===== config.mk =====
export PLATFORM = sky130hd
export DESIGN_NAME = miss_ctrl_flat
export DESIGN_NICKNAME = d
export VERILOG_FILES = /design/src/dcache_pkg.sv /design/src/dcache_if.sv /design/src/miss_ctrl.sv /design/src/flat_wrapper.sv
export SDC_FILE = /design/constraint.sdc
export NUM_CORES = 1
export LEC_CHECK = 0
export BUFFER_PORTS_ARGS = -buffer_cell sky130_fd_sc_hd__clkbuf_2
export CAP_MARGIN = 20
export CORE_AREA = 2 2 238 240
export DETAILED_ROUTE_END_ITERATION = 7
export DIE_AREA = 0 0 240 242
export SLEW_MARGIN = 20
export SYNTH_ARGS = -nofsm -noshare
export SYNTH_HDL_FRONTEND = slang
export SYNTH_SLANG_ARGS = --single-unit
export TNS_END_PERCENT = 10

===== constraint.sdc =====
create_clock -name clk_i -period 2.4 [get_ports clk_i]
set_input_delay 0.12 -clock clk_i [delete_from_list [all_inputs] [get_ports clk_i]]
set_output_delay 0.12 -clock clk_i [all_outputs]
set_load 0.02 [all_outputs]

===== src/dcache_pkg.sv =====
package dcache_pkg;

    // cache geometry
    localparam int LINE_BYTES = 16;
    localparam int NUM_LINES  = 128;
    localparam int OFFSET_W   = 4;
    localparam int INDEX_W    = 7;
    localparam int TAG_W      = 21;

    typedef logic [31:0]             word_t;
    typedef logic [LINE_BYTES*8-1:0] line_t;
    typedef logic [31:0]             addr_t;

    // bit 3 marks a store, bit 2 an unsigned load, bits 1:0 the size
    typedef enum logic [3:0] {
        MEM_LB  = 4'b0000,
        MEM_LH  = 4'b0001,
        MEM_LW  = 4'b0010,
        MEM_LBU = 4'b0100,
        MEM_LHU = 4'b0101,
        MEM_SB  = 4'b1000,
        MEM_SH  = 4'b1001,
        MEM_SW  = 4'b1010
    } mem_op_e;

    // miss controller states
    typedef enum logic [2:0] {
        IDLE,
        LOOKUP,
        WB_REQ,
        WB_WAIT,
        FILL_REQ,
        FILL_WAIT,
        REPLAY
    } miss_state_e;

endpackage


===== src/dcache_if.sv =====
`timescale 1ns/1ps

// core request to line store and miss controller
interface access_if import dcache_pkg::*; ();

    logic    start;
    mem_op_e op;
    addr_t   addr;
    word_t   wdata;
    logic    hit;
    logic    dirty;
    addr_t   victim_addr;
    line_t   victim_line;
    logic    fill;
    line_t   fill_line;
    word_t   rdata;
    logic    done;

    modport core (
        output start, op, addr, wdata,
        input  rdata, done
    );

    modport store (
        input  start, op, addr, wdata, fill, fill_line,
        output hit, dirty, victim_addr, victim_line, rdata
    );

    modport ctrl (
        input  start, addr, hit, dirty, victim_addr, victim_line,
        output fill, fill_line, done
    );

endinterface

// miss controller to memory port
interface line_if import dcache_pkg::*; ();

    logic  req_valid;
    logic  req_ready;
    logic  write;
    addr_t addr;
    line_t line;
    logic  rsp_valid;
    line_t rsp_line;

    modport master (
        output req_valid, write, addr, line,
        input  req_ready, rsp_valid, rsp_line
    );

    modport slave (
        input  req_valid, write, addr, line,
        output req_ready, rsp_valid, rsp_line
    );

endinterface


===== src/miss_ctrl.sv =====
`timescale 1ns/1ps

module miss_ctrl
    import dcache_pkg::*;
(
    input  logic    clk_i,
    input  logic    rst_i,
    access_if.ctrl  acc,
    line_if.master  mem
);

    miss_state_e state_q;
    miss_state_e state_d;

    always_ff @(posedge clk_i) begin
        if (!rst_i) begin
            state_q <= IDLE;
        end else begin
            state_q <= state_d;
        end
    end

    always_comb begin
        state_d = state_q;
        case (state_q)
            IDLE: begin
                if (acc.start) begin
                    state_d = LOOKUP;
                end
            end
            LOOKUP: begin
                if (acc.hit) begin
                    state_d = IDLE;
                end else if (acc.dirty) begin
                    state_d = WB_REQ;
                end else begin
                    state_d = FILL_REQ;
                end
            end
            WB_REQ: begin
                if (mem.req_ready) begin
                    state_d = WB_WAIT;
                end
            end
            // memory port frees up once the write is taken
            WB_WAIT: begin
                if (mem.req_ready) begin
                    state_d = FILL_REQ;
                end
            end
            FILL_REQ: begin
                if (mem.req_ready) begin
                    state_d = FILL_WAIT;
                end
            end
            FILL_WAIT: begin
                if (mem.rsp_valid) begin
                    state_d = REPLAY;
                end
            end
            // second lookup runs here, result checked in LOOKUP
            REPLAY: state_d = LOOKUP;
            default: state_d = IDLE;
        endcase
    end

    assign acc.done      = (state_q == LOOKUP) && acc.hit;
    assign acc.fill      = (state_q == FILL_WAIT) && mem.rsp_valid;
    assign acc.fill_line = mem.rsp_line;

    assign mem.req_valid = (state_q == WB_REQ) || (state_q == FILL_REQ);
    assign mem.write     = (state_q == WB_REQ);
    assign mem.addr      = mem.write ? acc.victim_addr
                                     : {acc.addr[31:OFFSET_W], {OFFSET_W{1'b0}}};
    assign mem.line      = acc.victim_line;

    a_replay_hits: assert property (@(posedge clk_i) disable iff (!rst_i)
        (state_q == REPLAY) |=> acc.hit);

endmodule

===== src/flat_wrapper.sv =====
// flat-port wrapper written by rule: the top's interface ports become plain ports
module miss_ctrl_flat import dcache_pkg::*;
  (clk_i, rst_i, acc_start, acc_addr, acc_hit, acc_dirty, acc_victim_addr, acc_victim_line, acc_fill, acc_fill_line, acc_done, mem_req_valid, mem_write, mem_addr, mem_line, mem_req_ready, mem_rsp_valid, mem_rsp_line);
  access_if acc_i ();
  line_if mem_i ();
  input  logic clk_i;
  input  logic rst_i;
  input wire logic [$bits(acc_i.start)-1:0] acc_start;
  input wire logic [$bits(acc_i.addr)-1:0] acc_addr;
  input wire logic [$bits(acc_i.hit)-1:0] acc_hit;
  input wire logic [$bits(acc_i.dirty)-1:0] acc_dirty;
  input wire logic [$bits(acc_i.victim_addr)-1:0] acc_victim_addr;
  input wire logic [$bits(acc_i.victim_line)-1:0] acc_victim_line;
  output wire logic [$bits(acc_i.fill)-1:0] acc_fill;
  output wire logic [$bits(acc_i.fill_line)-1:0] acc_fill_line;
  output wire logic [$bits(acc_i.done)-1:0] acc_done;
  output wire logic [$bits(mem_i.req_valid)-1:0] mem_req_valid;
  output wire logic [$bits(mem_i.write)-1:0] mem_write;
  output wire logic [$bits(mem_i.addr)-1:0] mem_addr;
  output wire logic [$bits(mem_i.line)-1:0] mem_line;
  input wire logic [$bits(mem_i.req_ready)-1:0] mem_req_ready;
  input wire logic [$bits(mem_i.rsp_valid)-1:0] mem_rsp_valid;
  input wire logic [$bits(mem_i.rsp_line)-1:0] mem_rsp_line;
  assign acc_i.start = acc_start;
  assign acc_i.addr = acc_addr;
  assign acc_i.hit = acc_hit;
  assign acc_i.dirty = acc_dirty;
  assign acc_i.victim_addr = acc_victim_addr;
  assign acc_i.victim_line = acc_victim_line;
  assign acc_fill = acc_i.fill;
  assign acc_fill_line = acc_i.fill_line;
  assign acc_done = acc_i.done;
  assign mem_req_valid = mem_i.req_valid;
  assign mem_write = mem_i.write;
  assign mem_addr = mem_i.addr;
  assign mem_line = mem_i.line;
  assign mem_i.req_ready = mem_req_ready;
  assign mem_i.rsp_valid = mem_rsp_valid;
  assign mem_i.rsp_line = mem_rsp_line;
  miss_ctrl u_core (.clk_i(clk_i), .rst_i(rst_i), .acc(acc_i), .mem(mem_i));
endmodule

==> impl_metrics.toml, run 1 <==
[timing]
slew_violations = 0
finalCritPeriodShare_pct = 81.7
finalHoldViolations = 0
fin_ws_ps = 439
tightest_slew_ps = 361
skew_ps = 1.11
fmax_ghz = 0.510
setup_violations = 0
rsz0062_at_grt = "no"
tns_ps = 0
hold_ws_ps = 201
slew_headroom_pct = 75.9
min_period_ps = 1960

[clock_tree]
hold_buffers = 0
cts_repair_resize_count = 0
clk_latency_ps = 220
cts_buffer_depth = 2
clk_pin_slew_ps = 30
post-cts-setup-buffers = 0
cts_root_buffer = "clkbuf_16"
clock-sinks = 3
cts_tree = "done"
htreeDepth = 1
cts_made_buffers = 3

[worst_setup_path]
cp_data_required_time_ps = 2280
startpoint = "u_core.state_q[2]$_SDFFE_PN0P_"
path_max_fanout = 21
cp-start-kind = "flop"
end_kind = "output port"
critical_path_arrival_ps = 1840
critPathKind = "flop to output port"
r2r_cells = 3
reg2reg_from = "u_core.state_q[0]$_SDFFE_PN0P_"

[logic_synthesis]
ys_seq_area_share_pct = 2.39
netlist_area_um2 = 2520
yosysTopAreaCell = "buf_4"
synth-simple-area-share_pct = 4.03
synth_top_area_share_pct = 77.2
synthAdderAreaFrac_pct = 0
ys_types = 21
synth_area_per_cell_um2 = 7.94
synthMuxAreaShare_pct = 13.4
synth_nets = 644
ys_seq_elements = 3
synth-xor-area-share_pct = 0
synth_compound_area_share_pct = 2.24
ys_warn_count = 0
syn-instance-count = 317
synth_area_leaders = "buf_4 (77%), mux2_2 (13%), dfxtp_1 (2.4%)"
synth_top_family_by_area = "buffers and inverters"

[detailed_routing]
dr.pass1.iters = 2
wl_mm = 14.1
dr.first_iter.drc_count = 15
vias_per_cell = 1.50
dr_total_vias = 1379
route.detailed.drc = 0
avgRoutedWirePerCell_um = 15.3
antenna_left = 0

[job]
maxCapViolations = 0

[floorplan]
die_area_um2 = 58100
initial_utilization_pct = 4.52
pin_count = 619
die_h_um = 242
core_um2 = 55700
rows = 87
die_w_um = 240

[place]
dpl.cell_count = 917
gp_congestion = 0.714
port_buffers = 102
place_hpwl_mm = 12.8
pre_cts_ws_ps = 652
placedInstanceArea_um2 = 2030

[outcome]
outcome = "completed"

[pwr]
leakagePower_nw = 0.670
ir_worst_vdd_v = 0.000132
power_density_nw_per_um2 = 309
power_uw = 653

[cells_and_area]
drive_gt1_share_pct = 84.8
largest_reg_flops = 3
final_cell_mix = "clkbuf_2 (102), mux2_2 (29), and2_1 (4)"
final_cells = 922
nNetsFinal = 493
final_common_cell = "clkbuf_2"
fin_util_pct = 3.79
syn2layout_area_growth_pct = -16.0
top_regs = "u_core.state_q: 3 flops"
final_area_um2 = 2110
top_register = "u_core.state_q"

[min_path]
hold_path.startpoint = "rst_i"
min_path_cells = 2
hold_class = "primary input to flop"

[grt]
grt_overflow = 0
grt_pass1_wl_mm = 16.0
gr-usage-all-layers_pct = 4.39
antenna_found_initial = 0
grt_pass1_vias = 1441
grt_max_degree = 21
## metal layers
metal / vias to the layer above / track usage, % / routed length, um
met1: 469 / 1.05 / 1400
met3: 126 / 5.87 / 4460
li1: 436 / - / -
met2: 348 / 7.45 / 6510
met5: - / 0 / 0
met4: 0 / 5.26 / 1770
## worst max-delay path, stage by stage, from the launching register on
cell	delay, ps
dfxtp_1	340
nand2b_2	240
nor2_4	110
buf_4	320
mux2_2	370
clkbuf_2	190
## final timing paths
check / to / slack, ps
min: u_core.state_q[1]$_SDFFE_PN0P_ / 200
min reg2reg: u_core.state_q[0]$_SDFFE_PN0P_ / 610
max: mem_addr[12] / 440
max reg2reg: u_core.state_q[0]$_SDFFE_PN0P_ / 1010
## Yosys cell counts
| cell | count |
|---|---|
| a21oi_1 | 2 |
| and2_1 | 4 |
| and3_1 | 2 |
| buf_4 | 259 |
| buf_6 | 1 |
| dfxtp_1 | 3 |
| inv_1 | 2 |
| mux2_2 | 29 |
| mux2i_1 | 1 |
| nand2_1 | 1 |
| nand2b_1 | 2 |
| nand2b_2 | 1 |
| nor2_1 | 1 |
| nor2_4 | 1 |
| nor2b_1 | 2 |
| o2111ai_1 | 1 |
| o211ai_1 | 1 |
| o221ai_2 | 1 |
| o22ai_1 | 1 |
| o2bb2ai_1 | 1 |
| or4_4 | 1 |
## layout make-up
type | count | area, um2
Antenna cell | 1 | 2.50
Clock buffer | 4 | 78.8
Fill cell | 6711 | 53600
Inverter | 2 | 7.51
Multi-Input combinational cell | 52 | 494
Sequential cell | 3 | 60.1
Tap cell | 756 | 946
Timing Repair Buffer | 104 | 526
## cell families (layout without fill, tap and decap cells)
family | Yosys count | count (layout)
flip-flops | 3 | 3
AND/OR/NAND/NOR | 15 | 15
AO/OA/AOI/OAI | 7 | 7
other | 0 | 1
buffers and inverters | 262 | 110
multiplexers | 30 | 30
## power breakdown
part	total (mW)	internal [mW]	switching, mW	leakage [nW]
Sequential	0.0767	0.0588	0.0179	0.0246
Combinational	0.312	0.147	0.165	0.607
Clock	0.264	0.219	0.0453	0.0382
Total	0.653	0.425	0.228	0.670
Note: power is estimated with default switching activity, not from simulation.
==> inputs of run 2 (changes only) <==
--- a/config.mk
+++ b/config.mk
@@ -7,9 +7,9 @@
 export LEC_CHECK = 0
 export BUFFER_PORTS_ARGS = -buffer_cell sky130_fd_sc_hd__clkbuf_2
 export CAP_MARGIN = 20
-export CORE_AREA = 2 2 238 240
+export CORE_AREA = 2 2 243 245
 export DETAILED_ROUTE_END_ITERATION = 7
-export DIE_AREA = 0 0 240 242
+export DIE_AREA = 0 0 245 247
 export SLEW_MARGIN = 20
 export SYNTH_ARGS = -nofsm -noshare
 export SYNTH_HDL_FRONTEND = slang
==> constraint.sdc (replaced) <==
create_clock -name clk_i -period 2 [get_ports clk_i]
set_input_delay 0.1 -clock clk_i [delete_from_list [all_inputs] [get_ports clk_i]]
set_output_delay 0.1 -clock clk_i [all_outputs]
set_load 0.02 [all_outputs]
==> impl_metrics.toml, run 2 (synthesis results as in run 1) <==
[timing]
finalCritPeriodShare_pct = 93.4
setup_violations = 0
finalHoldViolations = 0
skew_ps = 0.465
tns_ps = 0
fin_ws_ps = 132
tightest_slew_ps = 347
slew_headroom_pct = 76.8
min_period_ps = 1870
rsz0062_at_grt = "no"
slew_violations = 0
hold_ws_ps = 176
fmax_ghz = 0.535

[detailed_routing]
antenna_left = 0
dr.first_iter.drc_count = 13
route.detailed.drc = 0
avgRoutedWirePerCell_um = 16.0
dr.pass1.iters = 3
dr_total_vias = 1380
vias_per_cell = 1.47
wl_mm = 15.0

[clock_tree]
htreeDepth = 1
clk_latency_ps = 220
cts_buffer_depth = 2
cts_tree = "done"
cts_made_buffers = 3
clock-sinks = 3
hold_buffers = 0
cts_root_buffer = "clkbuf_16"
clk_pin_slew_ps = 30
post-cts-setup-buffers = 0
cts_repair_resize_count = 0

[worst_setup_path]
cp_data_required_time_ps = 1900
cpMaxStageDelayCell = "mux2_2"
ff2ff_setup_slack_ps = 620
critPathKind = "flop to output port"
startpoint = "u_core.state_q[2]$_SDFFE_PN0P_"
cp-start-kind = "flop"
crit_buf_inv = 2
max_stage_delay_ps = 370
end_kind = "output port"
crit_path_cell_trace = "nand2b_2, nor2_4, buf_12, mux2_2, clkbuf_2"
path_max_fanout = 33
cp_top_family = "buffers and inverters"
critical_path_arrival_ps = 1770
reg2reg_from = "u_core.state_q[0]$_SDFFE_PN0P_"

[cells_and_area]
insertedDiodeCount = 0
top_regs = "u_core.state_q: 3 flops"
nNetsFinal = 492
final_common_cell = "clkbuf_2"
fill_cells = 6938
drive_gt1_share_pct = 84.8
final_cells = 937
final_cell_mix = "clkbuf_2 (102), mux2_2 (29), and2_1 (4)"
regArea_um2 = 60.1
syn2layout_area_growth_pct = -15.1
top_register = "u_core.state_q"
multi_input_area_um2 = 494
largest_reg_flops = 3

[grt]
grt_pass1_wl_mm = 16.7
grt_pass1_vias = 1374
grt_max_degree = 34
antenna_found_initial = 1
gr-usage-all-layers_pct = 4.51
grt_overflow = 0

[pwr]
power_density_nw_per_um2 = 376
ir_worst_vdd_v = 0.000621
leakagePower_nw = 0.667
power_frac_comb_pct = 48.9
switching_share_pct = 36.2
p_int_uw = 512
netSwitchingPower_uw = 291
p_clk_share_pct = 39.6
p_seq_share_pct = 11.5

[floorplan]
die_area_um2 = 60500
rows = 89
initial_utilization_pct = 4.32
die_h_um = 247
die_w_um = 245
core_um2 = 58200
pin_count = 619

[place]
gp_congestion = 0.605
place_hpwl_mm = 13.5
pre_cts_ws_ps = 277
port_buffers = 102
dpl.cell_count = 933

[min_path]
hold_path.startpoint = "rst_i"
hold_class = "primary input to flop"

[job]
maxCapViolations = 0

[outcome]
outcome = "completed"
[run 2: worst paths after layout]
kind                                     to  cells after the start
max                             mem_addr[5]                      5
min          u_core.state_q[1]$_SDFFE_PN0P_                      2
min reg2reg  u_core.state_q[0]$_SDFFE_PN0P_                      2
max reg2reg  u_core.state_q[0]$_SDFFE_PN0P_                      3
[run 2: cell type report]
class | instances | area share [%]
Sequential cell | 3 | 2.81
Multi-Input combinational cell | 52 | 23.1
Clock buffer | 4 | 3.69
Inverter | 2 | 0.351
Tap cell | 773 | 45.2
Timing Repair Buffer | 103 | 24.8
[run 2: through the flow]
stage	util (%)	area, um2	total power, mW
2_1_floorplan	-	2520	1.08
3_3_place_gp	3.54	2060	0.493
3_5_place_dp	3.54	2060	0.498
4_1_cts	3.67	2140	0.824
5_1_grt	3.67	2140	0.854
6_report	3.67	2140	0.803
[run 2: routing by layer]
layer / GRT usage (%) / part of all wire (%) / vias to the layer above
li1: - / - / 435
met1: 1.92 / 15 / 468
met2: 6.57 / 40 / 349
met3: 6.67 / 34 / 126
met4: 4.61 / 11 / 2
met5: 0 / 0.073 / -
[run 2: power groups by stage]
| stage | logic [mW] | clock network, mW | registers, mW |
|---|---|---|---|
| floorplan | 1.00 | 0 | 0.0775 |
| global route | 0.425 | 0.333 | 0.0954 |
| CTS | 0.406 | 0.326 | 0.0919 |
| detailed placement | 0.405 | 0 | 0.0931 |
| finish | 0.393 | 0.318 | 0.0923 |
| global placement | 0.401 | 0 | 0.0922 |
==> inputs of run 3 (changes only) <==
--- a/config.mk
+++ b/config.mk
@@ -10,6 +10,7 @@
 export CORE_AREA = 2 2 243 245
 export DETAILED_ROUTE_END_ITERATION = 7
 export DIE_AREA = 0 0 245 247
+export GPL_TIMING_DRIVEN = 0
 export SLEW_MARGIN = 20
 export SYNTH_ARGS = -nofsm -noshare
 export SYNTH_HDL_FRONTEND = slang
==> constraint.sdc (replaced) <==
create_clock -name clk_i -period 2 [get_ports clk_i]
set_input_delay 0.4 -clock clk_i [delete_from_list [all_inputs] [get_ports clk_i]]
set_output_delay 0.4 -clock clk_i [all_outputs]
set_load 0.02 [all_outputs]
==> impl_metrics.toml, run 3 (synthesis results as in run 1) <==
[grt]
grt_overflow = 0
grt_max_degree = 10
gr-usage-all-layers_pct = 5.44
grt_pass1_vias = 3009
antenna_found_initial = 10
grt_pass1_wl_mm = 22.3

[cells_and_area]
nNetsFinal = 1017
top_regs = "u_core.state_q: 3 flops"
fill_cells = 6729
fin_util_pct = 10.1
top_register = "u_core.state_q"
final_area_um2 = 5900
final_common_cell = "clkbuf_2"
drive_gt1_share_pct = 96.8
final_cell_mix = "clkbuf_2 (326), buf_4 (261), mux2_4 (22)"
syn2layout_area_growth_pct = 135
largest_reg_flops = 3

[worst_setup_path]
critical_path_arrival_ps = 1660
crit_path_cell_trace = "nand2b_4, nor2_4, buf_12, buf_8, buf_8, mux2_4, buf_8"
rr_endpoint = "u_core.state_q[0]$_SDFFE_PN0P_"
end_kind = "output port"
ff2ff_setup_slack_ps = 620
crit_path_frequent_cell = "buf_8"
cpMaxStageDelayCell = "dfxtp_4"
cp_top_family = "buffers and inverters"
max_stage_delay_ps = 330
critPathKind = "flop to output port"
r2r_cells = 4
cp-start-kind = "flop"
crit_buf_inv = 4
path_max_fanout = 6
reg2reg_from = "u_core.state_q[2]$_SDFFE_PN0P_"
cp_data_required_time_ps = 1600

[min_path]
min_to = "u_core.state_q[0]$_SDFFE_PN0P_"
min_path_cells = 3
hold_class = "primary input to flop"
hold_path.startpoint = "rst_i"

[floorplan]
die_w_um = 245
rows = 89
die_area_um2 = 60500
die_h_um = 247
pin_count = 619
initial_utilization_pct = 4.32
core_um2 = 58200

[clock_tree]
clk_latency_ps = 220
cts_made_buffers = 3
cts_tree = "done"
htreeDepth = 1
cts_buffer_depth = 2
clk_pin_slew_ps = 30
cts_root_buffer = "clkbuf_16"
clock-sinks = 3

[timing]
rsz0062_at_grt = "yes"
finalHoldViolations = 0
finalCritPeriodShare_pct = 103
fin_ws_ps = -61.0
slew_headroom_pct = 83.2
slew_violations = 0
skew_ps = 1.00
setup_violations = 23
min_period_ps = 2060
fmax_ghz = 0.485
tightest_slew_ps = 252

[place]
gp_congestion = 0.999
place_hpwl_mm = 16.6
placedInstanceArea_um2 = 5280
port_buffers = 358

[outcome]
violations = "setup timing"
outcome = "finished, violations left"

[pwr]
power_mw = 2.07
ir_worst_vdd_v = 0.000545
power_density_nw_per_um2 = 351
leakagePower_nw = 3.22

[job]
maxCapViolations = 0

[detailed_routing]
route.detailed.drc = 0
avgRoutedWirePerCell_um = 12.8
dr.first_iter.drc_count = 63
dr.pass1.iters = 4
vias_per_cell = 2.24
dr_total_vias = 3286
wl_mm = 18.7
antenna_left = 0
-- run 3: power breakdown --
part           internal [mW]  total (mW)  switching [mW]
combinational          0.838        1.68           0.838
clock                  0.263       0.317          0.0537
sequential            0.0711      0.0790         0.00787
total                   1.17        2.07           0.900
-- run 3: repair_timing --
item,CTS,global route
hold buffers,0,0
endpoints found under the setup margin,25,33
pin swaps,1,1
resized for setup,84,39
buffers inserted,9,0
endpoints found under the hold margin,0,0
gates cloned,2,0
-- run 3: worst max-delay path by stage --
stage	start	end	slack, ps	cells past startpoint
after floorplan	u_core.state_q[2]$_SDFFE_PN0P_	mem_addr[22]	310	4
after CTS	u_core.state_q[2]$_SDFFE_PN0P_	mem_addr[25]	-120	7
after global placement	u_core.state_q[2]$_SDFFE_PN0P_	mem_addr[20]	-240	5
final	u_core.state_q[2]$_SDFFE_PN0P_	mem_addr[25]	-60	7
after global routing	u_core.state_q[2]$_SDFFE_PN0P_	mem_addr[24]	-120	7
after detailed placement	u_core.state_q[2]$_SDFFE_PN0P_	mem_addr[20]	-230	5
-- run 3: layer usage --
metal	GRT usage, %	up-vias	routed length (um)
li1	-	1486	-
met1	5.54	1395	6290
met2	9.33	357	8710
met3	2.88	36	2950
met4	2.21	12	701
met5	0	-	73
-- run 3: area by class of cell --
cell class	count	area, um2	share of cell area, %
sequential	3	65.1	1.10
multi-input combinational	52	584	9.90
tap	773	967	16.4
inverter	2	7.51	0.127
timing repair buffer	368	2200	37.3
clock buffer	4	78.8	1.34
buffer	260	1990	33.7
antenna	4	10.0	0.170
-- run 3: tightest hold or removal path, cell delays in order --
cell and delay (ps):
clkbuf_2 130, nand2_1 80, mux2i_1 50
-- run 3: stage by stage --
step	hold slack [ps]	setup WS (ps)	std cells	setup TNS [ps]
floorplan	517	310	317	0
detailed placement	582	-231	1448	-2510
global route	497	-125	1466	-2590
global placement	578	-239	1448	-2660
CTS	488	-115	1463	-2710
finish	489	-61.0	1466	-715
