[src/dcache_pkg.sv]
package dcache_pkg;

    // cache geometry
    localparam int LINE_BYTES = 16;
    localparam int NUM_LINES  = 128;
    localparam int OFFSET_W   = 4;
    localparam int INDEX_W    = 7;
    localparam int TAG_W      = 21;

    typedef logic [31:0]             word_t;
    typedef logic [LINE_BYTES*8-1:0] line_t;
    typedef logic [31:0]             addr_t;

    // bit 3 marks a store, bit 2 an unsigned load, bits 1:0 the size
    typedef enum logic [3:0] {
        MEM_LB  = 4'b0000,
        MEM_LH  = 4'b0001,
        MEM_LW  = 4'b0010,
        MEM_LBU = 4'b0100,
        MEM_LHU = 4'b0101,
        MEM_SB  = 4'b1000,
        MEM_SH  = 4'b1001,
        MEM_SW  = 4'b1010
    } mem_op_e;

    // miss controller states
    typedef enum logic [2:0] {
        IDLE,
        LOOKUP,
        WB_REQ,
        WB_WAIT,
        FILL_REQ,
        FILL_WAIT,
        REPLAY
    } miss_state_e;

endpackage

[src/dcache_if.sv]


// miss controller to memory port
interface line_if import dcache_pkg::*; ();

    logic  req_valid;
    logic  req_ready;
    logic  write;
    addr_t addr;
    line_t line;
    logic  rsp_valid;
    line_t rsp_line;

    modport master (
        output req_valid, write, addr, line,
        input  req_ready, rsp_valid, rsp_line
    );

    modport slave (
        input  req_valid, write, addr, line,
        output req_ready, rsp_valid, rsp_line
    );

endinterface

[src/mem_port.sv]
`timescale 1ns/1ps

module mem_port
    import dcache_pkg::*;
(
    input  logic   clk_i,
    input  logic   rst_i,
    line_if.slave  mem,
    output logic   mem_req_valid_o,
    input  logic   mem_req_ready_i,
    output logic   mem_req_write_o,
    output addr_t  mem_req_addr_o,
    output line_t  mem_req_line_o,
    input  logic   mem_rsp_valid_i,
    input  line_t  mem_rsp_line_i
);

    logic  take;
    logic  rsp_valid_q;
    line_t rsp_line_q;

    // one request in flight at most
    assign mem.req_ready = !mem_req_valid_o;
    assign take          = mem.req_valid && mem.req_ready;

    always_ff @(posedge clk_i) begin
        if (!rst_i) begin
            mem_req_valid_o <= 1'b0;
            rsp_valid_q     <= 1'b0;
        end else begin
            rsp_valid_q <= mem_rsp_valid_i;
            if (take) begin
                mem_req_valid_o <= 1'b1;
            end else if (mem_req_ready_i) begin
                mem_req_valid_o <= 1'b0;
            end
        end
    end

    always_ff @(posedge clk_i) begin
        if (take) begin
            mem_req_write_o <= mem.write;
            mem_req_addr_o  <= mem.addr;
            mem_req_line_o  <= mem.line;
        end
        if (mem_rsp_valid_i) begin
            rsp_line_q <= mem_rsp_line_i;
        end
    end

    assign mem.rsp_valid = rsp_valid_q;
    assign mem.rsp_line  = rsp_line_q;

    a_req_stable: assert property (@(posedge clk_i) disable iff (!rst_i)
        (mem_req_valid_o && !mem_req_ready_i) |=>
            (mem_req_valid_o && $stable(mem_req_write_o) &&
             $stable(mem_req_addr_o) && $stable(mem_req_line_o)));

endmodule

[src/flat_wrapper.sv]
// flat-port wrapper written by rule: the top's interface ports become plain ports
module mem_port_flat import dcache_pkg::*;
  (clk_i, rst_i, mem_req_valid_o, mem_req_ready_i, mem_req_write_o, mem_req_addr_o, mem_req_line_o, mem_rsp_valid_i, mem_rsp_line_i, mem_req_valid, mem_write, mem_addr, mem_line, mem_req_ready, mem_rsp_valid, mem_rsp_line);
  line_if mem_i ();
  input  logic clk_i;
  input  logic rst_i;
  output logic mem_req_valid_o;
  input  logic mem_req_ready_i;
  output logic mem_req_write_o;
  output addr_t mem_req_addr_o;
  output line_t mem_req_line_o;
  input  logic mem_rsp_valid_i;
  input  line_t mem_rsp_line_i;
  input wire logic [$bits(mem_i.req_valid)-1:0] mem_req_valid;
  input wire logic [$bits(mem_i.write)-1:0] mem_write;
  input wire logic [$bits(mem_i.addr)-1:0] mem_addr;
  input wire logic [$bits(mem_i.line)-1:0] mem_line;
  output wire logic [$bits(mem_i.req_ready)-1:0] mem_req_ready;
  output wire logic [$bits(mem_i.rsp_valid)-1:0] mem_rsp_valid;
  output wire logic [$bits(mem_i.rsp_line)-1:0] mem_rsp_line;
  assign mem_i.req_valid = mem_req_valid;
  assign mem_i.write = mem_write;
  assign mem_i.addr = mem_addr;
  assign mem_i.line = mem_line;
  assign mem_req_ready = mem_i.req_ready;
  assign mem_rsp_valid = mem_i.rsp_valid;
  assign mem_rsp_line = mem_i.rsp_line;
  mem_port u_core (.clk_i(clk_i), .rst_i(rst_i), .mem(mem_i), .mem_req_valid_o(mem_req_valid_o), .mem_req_ready_i(mem_req_ready_i), .mem_req_write_o(mem_req_write_o), .mem_req_addr_o(mem_req_addr_o), .mem_req_line_o(mem_req_line_o), .mem_rsp_valid_i(mem_rsp_valid_i), .mem_rsp_line_i(mem_rsp_line_i));
endmodule
[config.mk]
export PLATFORM = sky130hd
export DESIGN_NAME = mem_port_flat
export DESIGN_NICKNAME = d
export VERILOG_FILES = /design/src/dcache_pkg.sv /design/src/dcache_if.sv /design/src/mem_port.sv /design/src/flat_wrapper.sv
export SDC_FILE = /design/constraint.sdc
export NUM_CORES = 1
export LEC_CHECK = 0
export ABC_AREA = 1
export BUFFER_PORTS_ARGS = -buffer_cell sky130_fd_sc_hd__buf_2
export CAP_MARGIN = 10
export CORE_AREA = 2 2 229 231
export CTS_CLUSTER_DIAMETER = 200
export DETAILED_ROUTE_END_ITERATION = 12
export DIE_AREA = 0 0 231 233
export MAX_ROUTING_LAYER = met4
export PLACE_DENSITY = 0.37
export SYNTH_ARGS = -nofsm -noshare
export SYNTH_HDL_FRONTEND = slang
export SYNTH_SLANG_ARGS = --single-unit
[constraint.sdc]
create_clock -name clk_i -period 9.8 [get_ports clk_i]
set_input_delay 1.96 -clock clk_i [delete_from_list [all_inputs] [get_ports clk_i]]
set_output_delay 1.96 -clock clk_i [all_outputs]
set_load 0.01 [all_outputs]
==> flow_summary_export.csv, run 1 <==
group,metric,value,unit
clock_network,cts_buffer_depth,3,
setup_path,cp_max_fo,82,
hold_path,hp-start,"u_core.mem_req_valid_o",
synth,synth_top_area_share,99.1,%
synth,synth-edff-count,289,
setup_path,cp_cell_sequence,"buf_2, nand2_2, inv_6, buf_4",
synth,yosysSeqAreaShare,99.5,%
setup_path,crit_buf_inv,3,
setup_path,worst-setup-path-type,"input pin to flop",
routing,wl_met2,14800,µm
sta,fin_tns_setup,0,ps
setup_path,r2r_slack,7290,ps
routing,via_count,5506,
synth,yosysMostFrequentCell,"edfxtp_1",
grt,grt_max_degree,83,
finish,final_area,13700,µm²
setup_path,reg2reg_depth,4,
sta,finClkSkew,14.8,ps
routing,viasPerCell,3.36,
setup_path,required,9940,ps
finish,drive_gt1_share,67.4,%
clock_network,cts_tree,"done",
clock_network,clk_pin_slew,60,ps
synth,ys_seq_elements,291,
routing,firstDrtPassIters,4,
floorplanning,row_count,83,
synth,ys_types,7,
sta,hold_ws,507,ps
finish,fin_nets,1218,
power,ir_drop,0.000137,V
setup_path,end_kind,"flop",
floorplanning,die_area,53800,µm²
grt,gr-total-overflow,0,
synth,ys.warnings.count,0,
routing,routed_wl,29800,µm
grt,grt_pass1_vias,5803,
floorplanning,die_width,231,µm
floorplanning,die_y,233,µm
placement,port_buffers,585,
finish,area_growth,56.2,%
synth,syn_inst,300,
setup_path,critPathArrivalTime,3770,ps
setup_path,crit_slowest_cell,"buf_4",
status,outcome,"finished, final reports clean",
routing,route.met3.wl,4480,µm
synth,synth_ff_type,"edfxtp_1",
power,p_leak,5.69,nW
clock_network,cts_resized,0,
routing,detail-route-antenna-nets,0,
power,power.density,217,nW/µm²
synth,synthTopCellsByArea,"edfxtp_1 99%, dfxtp_1 0.46%, inv_1 0.17%",
sta,hold_viol_final,0,
synth,synth_top_cell_by_area,"edfxtp_1",
routing,routedWlPerCell,18.2,µm
sta,max_freq,0.275,GHz
routing,top_layer,"met4",
routing,drtIter0Drc,189,
sta,postLayoutSetupSlackWorst,6160,ps
sta,timing.final.crit_share,37.1,%
placement,globalplace.congestion,0.735,
clock_network,insertion_delay,530,ps
floorplanning,floorplan.initialDensity,17.1,%
floorplanning,pin_count,586,
synth,synth_area,8760,µm²
grt,grtUsageTotal,10.8,%
floorplanning,core,51100,µm²
hold_path,hold_depth,2,
clock_network,postCtsHoldBufs,0,
setup_path,cpPeakStageDelay,890,ps
routing,drc,0,
setup_path,reg2reg_to,"u_core.mem_req_line_o[4]",
synth,syn_area_per_cell,29.2,µm²
clock_network,clock-sinks,291,
clock_network,cts_buffers,35,
power,p_total,0.00297,W
placement,pre_cts_slack,5630,ps
setup_path,start_kind,"input pin",
sta,rsz0062_at_grt,"no",
placement,dp_hpwl,23300,µm
setup_path,r2r-start,"u_core.mem_req_valid_o",
run,drv_cap,0,
sta,maxSlewHeadroom,27.6,%
hold_path,hold_class,"flop to flop",
synth,syn_nets,594,
sta,worst-slew-pin-transition,1090,ps
finish,final.fill_count,5341,
routing,wl_met1,9640,µm
clock_network,post_cts_buffers,0,
grt,antenna_found_initial,21,
synth,async_flop_share,0,%
synth,netlist_top_cells_count,"289 x edfxtp_1, 4 x inv_1, 2 x dfxtp_1, 2 x nand2_1",
grt,grt_pass1_wl,39600,µm
sta,final_max_slew_viol_count,0,
clock_network,ctsRootBufferMaster,"clkbuf_16",
hold_path,hold_path_end,"u_core.mem_req_valid_o",
sta,finalSetupViolations,0,
setup_path,cp_top_family,"buffers and inverters",
sta,finalCriticalPeriod,3640,ps
placement,dpl_cell_area,12600,µm²
clock_network,h-tree-depth,2,
## registers in the layout, summed over array words and instances, names as in the netlist
name                    cells
u_core.mem.rsp_line       128
u_core.mem.rsp_valid        1
u_core.mem_req_addr_o      32
u_core.mem_req_line_o     128
u_core.mem_req_valid_o      1
u_core.mem_req_write_o      1
## routing by layer
layer  global-route usage (%)  vias to the layer above
li1                         -                     2492
met3                     7.02                       54
met4                     3.71                        0
met5                        -                        -
met1                     9.71                     2561
met2                     18.3                      399
## layout by cell type, fill, tap and decap left out
cell and instances:
buf_2 584, edfxtp_1 289, clkbuf_16 36, diode_2 15
clkbuf_1 6, clkinv_1 6, inv_1 3, bufinv_16 3
buf_4 3, inv_6 2, nand2_1 2, clkinv_2 2
dfxtp_1 2, inv_2 1, nand2_2 1, a21oi_2 1
clkinvlp_4 1, clkinv_4 1, clkinv_8 1
## worst max-delay path by stage
stage | startpoint | to | slack (ps) | cells past startpoint
final | mem_req_valid | u_core.mem_req_line_o[4] | 6160 | 4
after floorplan | mem_req_valid | u_core.mem_req_addr_o[0] | 4160 | 2
after CTS | mem_req_valid | u_core.mem_req_line_o[16] | 6220 | 4
after global placement | mem_req_valid | u_core.mem_req_line_o[12] | 5630 | 4
after global routing | mem_req_valid | u_core.mem_req_line_o[5] | 6030 | 4
after detailed placement | mem_req_valid | u_core.mem_req_line_o[12] | 5630 | 4
## worst reg2reg max path, stage by stage (launching register included)
cell and delay (ps):
dfxtp_1 330, inv_2 60, nand2_2 80, inv_6 540
buf_4 980
## cell families (layout without fill, tap and decap cells)
family | after synthesis | after routing | share of synthesized area, %
AND/OR/NAND/NOR | 3 | 3 | 0.157
AO/OA/AOI/OAI | 1 | 1 | 0.100
buffers and inverters | 5 | 649 | 0.214
flip-flops | 291 | 291 | 99.5
other | 0 | 15 | 0
## power by group
| group | switching, W | leakage (nW) | internal (W) |
|---|---|---|---|
| Clock | 0.000501 | 0.526 | 0.000748 |
| Sequential | 0.0000195 | 2.82 | 0.00147 |
| Combinational | 0.000135 | 2.35 | 0.0000942 |
| Total | 0.000655 | 5.69 | 0.00231 |
## layout make-up
cell class                 instances  area (µm²)  share of cell area (%)
multi-input combinational          4        22.5                   0.165
sequential                       291        8720                    63.7
timing repair buffer             587        2950                    21.5
tap                              680         851                    6.22
antenna                           15        37.5                   0.274
clock inverter                    15         164                    1.20
clock buffer                      42         923                    6.75
inverter                           5        23.8                   0.174
## through the flow
stage / utilization, % / cells
finish: 26.8 / 1639
global route: 26.8 / 1639
CTS: 26.7 / 1624
detailed placement: 24.6 / 1567
global placement: 24.6 / 1567
floorplan: - / 300
(Power assumes the default switching activity.)
==> run 2, diff against run 1 <==
--- a/config.mk
+++ b/config.mk
@@ -13,7 +13,7 @@
 export DETAILED_ROUTE_END_ITERATION = 12
 export DIE_AREA = 0 0 231 233
 export MAX_ROUTING_LAYER = met4
-export PLACE_DENSITY = 0.37
+export PLACE_DENSITY = 0.38
 export SYNTH_ARGS = -nofsm -noshare
 export SYNTH_HDL_FRONTEND = slang
 export SYNTH_SLANG_ARGS = --single-unit
==> constraint.sdc (replaced) <==
create_clock -name clk_i -period 3.2 [get_ports clk_i]
set_input_delay 0.64 -clock clk_i [delete_from_list [all_inputs] [get_ports clk_i]]
set_output_delay 0.64 -clock clk_i [all_outputs]
set_load 0.01 [all_outputs]
==> run 2 against run 1 <==
Design area increased by 0.80%; worst hold slack got worse by 220 ps; highest routed layer unchanged; global-route usage up 0.14 points; critical path depth down 3; sequential power grew to 3.1 times the previous value; non-clock buffer count rose by 6; clock skew decreased by 1.8 ps; clock-buffer cell count is 1 higher; wire length increased by 1.1%; via count rose by 1.1%; utilization is 0.22 points higher; critical path type is now flop to output port; largest power group unchanged; largest cell class unchanged; cell count grew 0.31%.
==> flow_summary_export.csv, run 2 (synthesis gave the netlist of run 1 again) <==
group,metric,value,unit
sta,finalCriticalPeriod,1750,ps
power,ir_drop,0.000370,V
clock_network,post_cts_buffers,0,
clock_network,clk_pin_slew,60,ps
hold_path,hold_class,"input pin to flop",
run,drv_cap,0,
grt,grt_pass1_vias,6020,
clock_network,cts_tree,"done",
sta,rsz0062_at_grt,"no",
clock_network,cts_resized,0,
finish,final.fill_count,5308,
sta,max_freq,0.572,GHz
floorplanning,pin_count,586,
hold_path,hp-start,"mem_line[18]",
grt,met2_usage,19.5,%
finish,drive_gt1_share,67.7,%
setup_path,crit_path_start,"u_core.mem.rsp_line[31]",
floorplanning,core,51100,µm²
sta,worst-slew-pin-transition,616,ps
placement,globalplace.congestion,0.793,
grt,gr-total-overflow,0,
grt,grtUsageMet1,10.3,%
setup_path,r2r-start,"u_core.mem_req_valid_o",
grt,grt_pass1_wl,40200,µm
setup_path,cp_max_fo,1,
sta,hold_ws,285,ps
clock_network,cts_buffer_depth,3,
grt,grt_max_degree,83,
finish,area_growth,57.5,%
routing,drtIter0Drc,199,
setup_path,cp_top_family,"flip-flops",
setup_path,required,2560,ps
grt,grt.busiest_layer,"met2",
floorplanning,die_y,233,µm
routing,viasPerCell,3.39,
placement,dp_hpwl,24300,µm
finish,mostFrequentLayoutCell,"buf_2",
setup_path,start_kind,"flop",
sta,final_max_slew_viol_count,0,
sta,finalSetupViolations,0,
setup_path,crit_slowest_cell,"edfxtp_1",
routing,via_count,5567,
grt,grtUsageTotal,10.9,%
power,p_leak,5.75,nW
clock_network,postCtsHoldBufs,0,
setup_path,cp_cell_sequence,"buf_2",
clock_network,h-tree-depth,2,
setup_path,worst-setup-path-type,"flop to output port",
status,outcome,"finished, final reports clean",
clock_network,insertion_delay,530,ps
routing,firstDrtPassIters,4,
sta,finClkSkew,13.0,ps
sta,timing.final.crit_share,54.6,%
sta,maxSlewHeadroom,58.9,%
setup_path,end_kind,"output port",
clock_network,ctsRootBufferMaster,"clkbuf_16",
floorplanning,die_width,231,µm
setup_path,crit_buf_inv,1,
routing,drc,0,
clock_network,cts_buffers,35,
floorplanning,floorplan.initialDensity,17.1,%
clock_network,clock-sinks,291,
sta,hold_viol_final,0,
placement,pre_cts_slack,1230,ps
routing,routedWlPerCell,18.3,µm
grt,antenna_found_initial,18,
setup_path,critPathArrivalTime,1110,ps
floorplanning,row_count,83,
finish,final_cell_mix,"584 x buf_2, 289 x edfxtp_1, 35 x clkbuf_16",
floorplanning,die_area,53800,µm²
power,power.density,667,nW/µm²
routing,routed_wl,30100,µm
sta,postLayoutSetupSlackWorst,1450,ps
setup_path,cpPeakStageDelay,420,ps
routing,detail-route-antenna-nets,0,
grt,use_met3,5.44,%
finish,fin_nets,1224,
placement,port_buffers,585,
run 2: cell count changes in the layout (fill, tap and decap cells not counted), sizes merged:
cell,before,now
bufinv,3,5
buf,587,593
clkinv,10,9
clkinvlp,1,2
clkbuf,42,43
diode,15,11
run 2: final cells by class:
cell class	count	area, µm²	area share (%)
sequential	291	8720	63.2
timing repair buffer	593	3020	21.9
antenna	11	27.5	0.200
clock inverter	17	215	1.56
tap	680	851	6.17
inverter	5	22.5	0.163
clock buffer	43	906	6.57
multi-input combinational	4	36.3	0.263
run 2: report_power, final:
group / internal [W] / switching, W / total [W] / leakage, nW
clock network: 0.00241 / 0.00151 / 0.00392 / 0.547
registers: 0.00450 / 0.0000654 / 0.00457 / 2.82
logic: 0.000301 / 0.000420 / 0.000721 / 2.38
run 2: path summary, 6_finish.rpt:
| check | end | slack [ps] | cells past startpoint |
|---|---|---|---|
| worst min register to register | u_core.mem_req_valid_o | 510 | 2 |
| worst max register to register | u_core.mem_req_line_o[98] | 1570 | 4 |
| worst max-delay path | mem_rsp_line[31] | 1450 | 1 |
| worst min-delay path | u_core.mem_req_line_o[18] | 290 | 1 |
run 2: routing by layer:
layer	vias up	wire length, µm
li1	2497	-
met3	54	3680
met4	0	736
met2	413	15700
met5	-	0
met1	2603	9970
run 2: through the flow:
stage               std cells  power (W)  setup TNS, ps  util [%]  area, µm²
floorplan                 300    0.00485         -42570         -       8780
global placement         1573    0.00539              0      24.8      12600
detailed placement       1573    0.00539              0      24.8      12600
CTS                      1633    0.00940              0      26.9      13800
global route             1642    0.00959              0      27.0      13800
finish                   1644    0.00920              0      27.0      13800
==> run 3, diff against run 2 <==
--- a/config.mk
+++ b/config.mk
@@ -5,7 +5,7 @@
 export SDC_FILE = /design/constraint.sdc
 export NUM_CORES = 1
 export LEC_CHECK = 0
-export ABC_AREA = 1
+export ABC_AREA = 0
 export BUFFER_PORTS_ARGS = -buffer_cell sky130_fd_sc_hd__buf_2
 export CAP_MARGIN = 10
 export CORE_AREA = 2 2 229 231
@@ -13,7 +13,7 @@
 export DETAILED_ROUTE_END_ITERATION = 12
 export DIE_AREA = 0 0 231 233
 export MAX_ROUTING_LAYER = met4
-export PLACE_DENSITY = 0.38
+export PLACE_DENSITY = 0.37
 export SYNTH_ARGS = -nofsm -noshare
 export SYNTH_HDL_FRONTEND = slang
 export SYNTH_SLANG_ARGS = --single-unit
==> constraint.sdc (replaced) <==
create_clock -name clk_i -period 1.76 [get_ports clk_i]
set_input_delay 0.352 -clock clk_i [delete_from_list [all_inputs] [get_ports clk_i]]
set_output_delay 0.352 -clock clk_i [all_outputs]
set_load 0.01 [all_outputs]
==> run 3 against run 2 <==
Via count increased by 19%; design area increased by 20%; utilization increased by 5.4 points; synthesized cell count fell by 1.3%; wire length increased by 12%; clock skew rose by 2.8 ps; non-clock buffer count increased by 275; critical path depth unchanged; combinational power grew to 2.6 times the previous value; global-route usage up 1.3 points; highest routed layer unchanged.
==> flow_summary_export.csv, run 3 <==
group,metric,value,unit
clock_network,ctsRootBufferMaster,"clkbuf_16",
status,outcome,"finished, final reports clean",
setup_path,r2r-start,"u_core.mem_req_valid_o",
routing,detail-route-antenna-nets,0,
clock_network,insertion_delay,530,ps
setup_path,required,1410,ps
power,power.density,1040,nW/µm²
synth,netlist_top_cells_count,"289 x edfxtp_1, 2 x dfxtp_1, 2 x nor2b_1",
power,p_leak,6.89,nW
setup_path,cpPeakStageDelay,420,ps
sta,worst-slew-pin-transition,419,ps
sta,timing.final.crit_share,83.0,%
grt,grt_pass1_wl,45900,µm
finish,area_growth,89.3,%
hold_path,hold_depth,1,
routing,via_count,6609,
grt,grt_pass1_vias,7261,
sta,final_max_slew_viol_count,0,
clock_network,clk_pin_slew,60,ps
synth,ys_types,6,
setup_path,crit_buf_inv,1,
clock_network,h-tree-depth,2,
synth,synth-edff-count,289,
finish,drive_gt1_share,52.8,%
grt,grtUsageTotal,12.3,%
setup_path,r2r_slack,500,ps
finish,final_cell_mix,"584 x buf_2, 289 x edfxtp_1, 268 x dlygate4sd3_1",
finish,instances_no_fill,1913,
setup_path,critPathArrivalTime,1110,ps
setup_path,worst-setup-path-type,"flop to output port",
setup_path,start_kind,"flop",
clock_network,cts_resized,0,
sta,finalCriticalPeriod,1460,ps
power,netSwitchingPower,0.00384,W
setup_path,cp_cell_sequence,"buf_2",
sta,max_freq,0.684,GHz
placement,globalplace.congestion,0.812,
sta,finClkSkew,15.7,ps
routing,drtIter0Drc,178,
power,ir_drop,0.000698,V
synth,synth_top_cell_by_area,"edfxtp_1",
floorplanning,die_width,231,µm
sta,rsz0062_at_grt,"no",
finish,final.fill_count,5072,
setup_path,reg2reg_to,"u_core.mem_req_line_o[48]",
placement,dp_hpwl,25400,µm
finish,seqCellArea,8720,µm²
grt,antenna_found_initial,5,
floorplanning,row_count,83,
floorplanning,die_area,53800,µm²
finish,mostFrequentLayoutCell,"buf_2",
routing,routedWlPerCell,17.7,µm
synth,synthTopCellsByArea,"edfxtp_1 99%, dfxtp_1 0.46%, nor2b_1 0.14%",
synth,synth_area,8750,µm²
power,p_int,0.0133,W
hold_path,hold_class,"input pin to flop",
synth,ys.warnings.count,0,
clock_network,cts_tree,"done",
synth,yosysSeqAreaShare,99.7,%
floorplanning,floorplan.initialDensity,17.1,%
clock_network,clock-sinks,291,
synth,syn_nets,590,
floorplanning,core,51100,µm²
power,switching_share,22.4,%
routing,viasPerCell,3.45,
synth,syn_area_per_cell,29.6,µm²
floorplanning,pin_count,586,
sta,finalSetupViolations,0,
placement,place_inst,1576,
setup_path,reg2reg_depth,3,
synth,syn_inst,296,
synth,synth_top_area_share,99.2,%
routing,firstDrtPassIters,5,
hold_path,hold_path_end,"u_core.mem_req_line_o[90]",
routing,routed_wl,33800,µm
power,clkPwrFrac,40.7,%
sta,hold_ws,33.8,ps
placement,dpl_cell_area,12800,µm²
setup_path,cp_top_family,"flip-flops",
clock_network,cts_buffer_depth,3,
run,drv_cap,0,
grt,gr-total-overflow,0,
setup_path,cp_max_fo,1,
power,pwr-share-comb,10.8,%
finish,fin_nets,1496,
finish,final_area,16600,µm²
routing,drc,0,
finish,multiInputGateArea,33.8,µm²
floorplanning,die_y,233,µm
synth,yosysMostFrequentCell,"edfxtp_1",
synth,ys_seq_elements,291,
setup_path,end_kind,"output port",
sta,hold_viol_final,0,
hold_path,hp-start,"mem_line[90]",
placement,port_buffers,585,
synth,synth_ff_type,"edfxtp_1",
synth,async_flop_share,0,%
power,seq_power_share,48.5,%
grt,grt_max_degree,35,
sta,maxSlewHeadroom,72.1,%
clock_network,cts_buffers,36,
setup_path,crit_slowest_cell,"edfxtp_1",
## run 3: changes by cell type in the layout (fill, tap and decap cells not counted), sizes merged
cell,previous run,this run
clkinvlp,2,3
and2,0,1
nor2b,0,2
inv,6,2
clkbuf,43,47
nand2,3,0
buf,593,600
a21oi,1,0
dlygate4sd3,0,268
clkinv,9,10
diode,11,6
bufinv,5,2
o21a,0,1
## run 3: power groups by stage
stage,combinational [W],clock (W),sequential [W]
2_1_floorplan,0.0000803,0,0.00873
3_5_place_dp,0.00140,0,0.00845
5_1_grt,0.00200,0.00749,0.00835
3_3_place_gp,0.00142,0,0.00845
4_1_cts,0.00189,0.00725,0.00832
6_report,0.00186,0.00698,0.00831
## run 3: how the worst max path moves through the flow
stage                                        from  depth (start not counted)  slack [ps]                   endpoint
final                     u_core.mem.rsp_line[68]                          1         300           mem_rsp_line[68]
after global routing      u_core.mem.rsp_line[68]                          1         250           mem_rsp_line[68]
after CTS                 u_core.mem.rsp_line[68]                          1         240           mem_rsp_line[68]
after detailed placement            mem_req_valid                          4         370  u_core.mem_req_line_o[73]
after global placement              mem_req_valid                          4         350  u_core.mem_req_line_o[73]
after floorplan                     mem_req_valid                          1       -1450   u_core.mem_req_addr_o[0]
## run 3: cell families after synthesis
family | Yosys count | synth area share [%]
flops | 291 | 99.7
compound gates | 1 | 0.0858
buf+inv | 1 | 0.0429
simple gates | 3 | 0.215
## run 3: stage by stage
step / total power [W] / setup TNS, ps / worst slack (ps) / utilization (%)
finish: 0.0171 / 0 / 299 / 32.4
global placement: 0.00987 / 0 / 354 / 25.0
detailed placement: 0.00985 / 0 / 365 / 25.0
floorplan: 0.00881 / -234910 / -1450 / -
CTS: 0.0175 / 0 / 239 / 32.4
global route: 0.0178 / 0 / 245 / 32.4
## run 3: layer usage
layer | vias to the layer above | part of all wire (%) | routed length, µm | track usage, %
met1 | 3113 | 34 | 11300 | 11.2
met5 | - | 0 | 0 | -
met2 | 404 | 54 | 18100 | 22.8
met3 | 58 | 9.9 | 3360 | 4.90
met4 | 0 | 2.9 | 977 | 4.42
li1 | 3034 | - | - | -
## run 3: cell type report
class,count,share of cell area (%)
Sequential cell,291,52.7
Timing Repair Buffer,868,35.3
Clock buffer,47,5.82
Tap cell,680,5.14
Clock inverter,16,0.824
Multi-Input combinational cell,4,0.204
Antenna cell,6,0.0907
Inverter,1,0.0227
## run 3: repair_timing
action | CTS | global route
hold buffers | 268 | 0
endpoints found under the hold margin | 268 | 0
setup buffers | 0 | 0
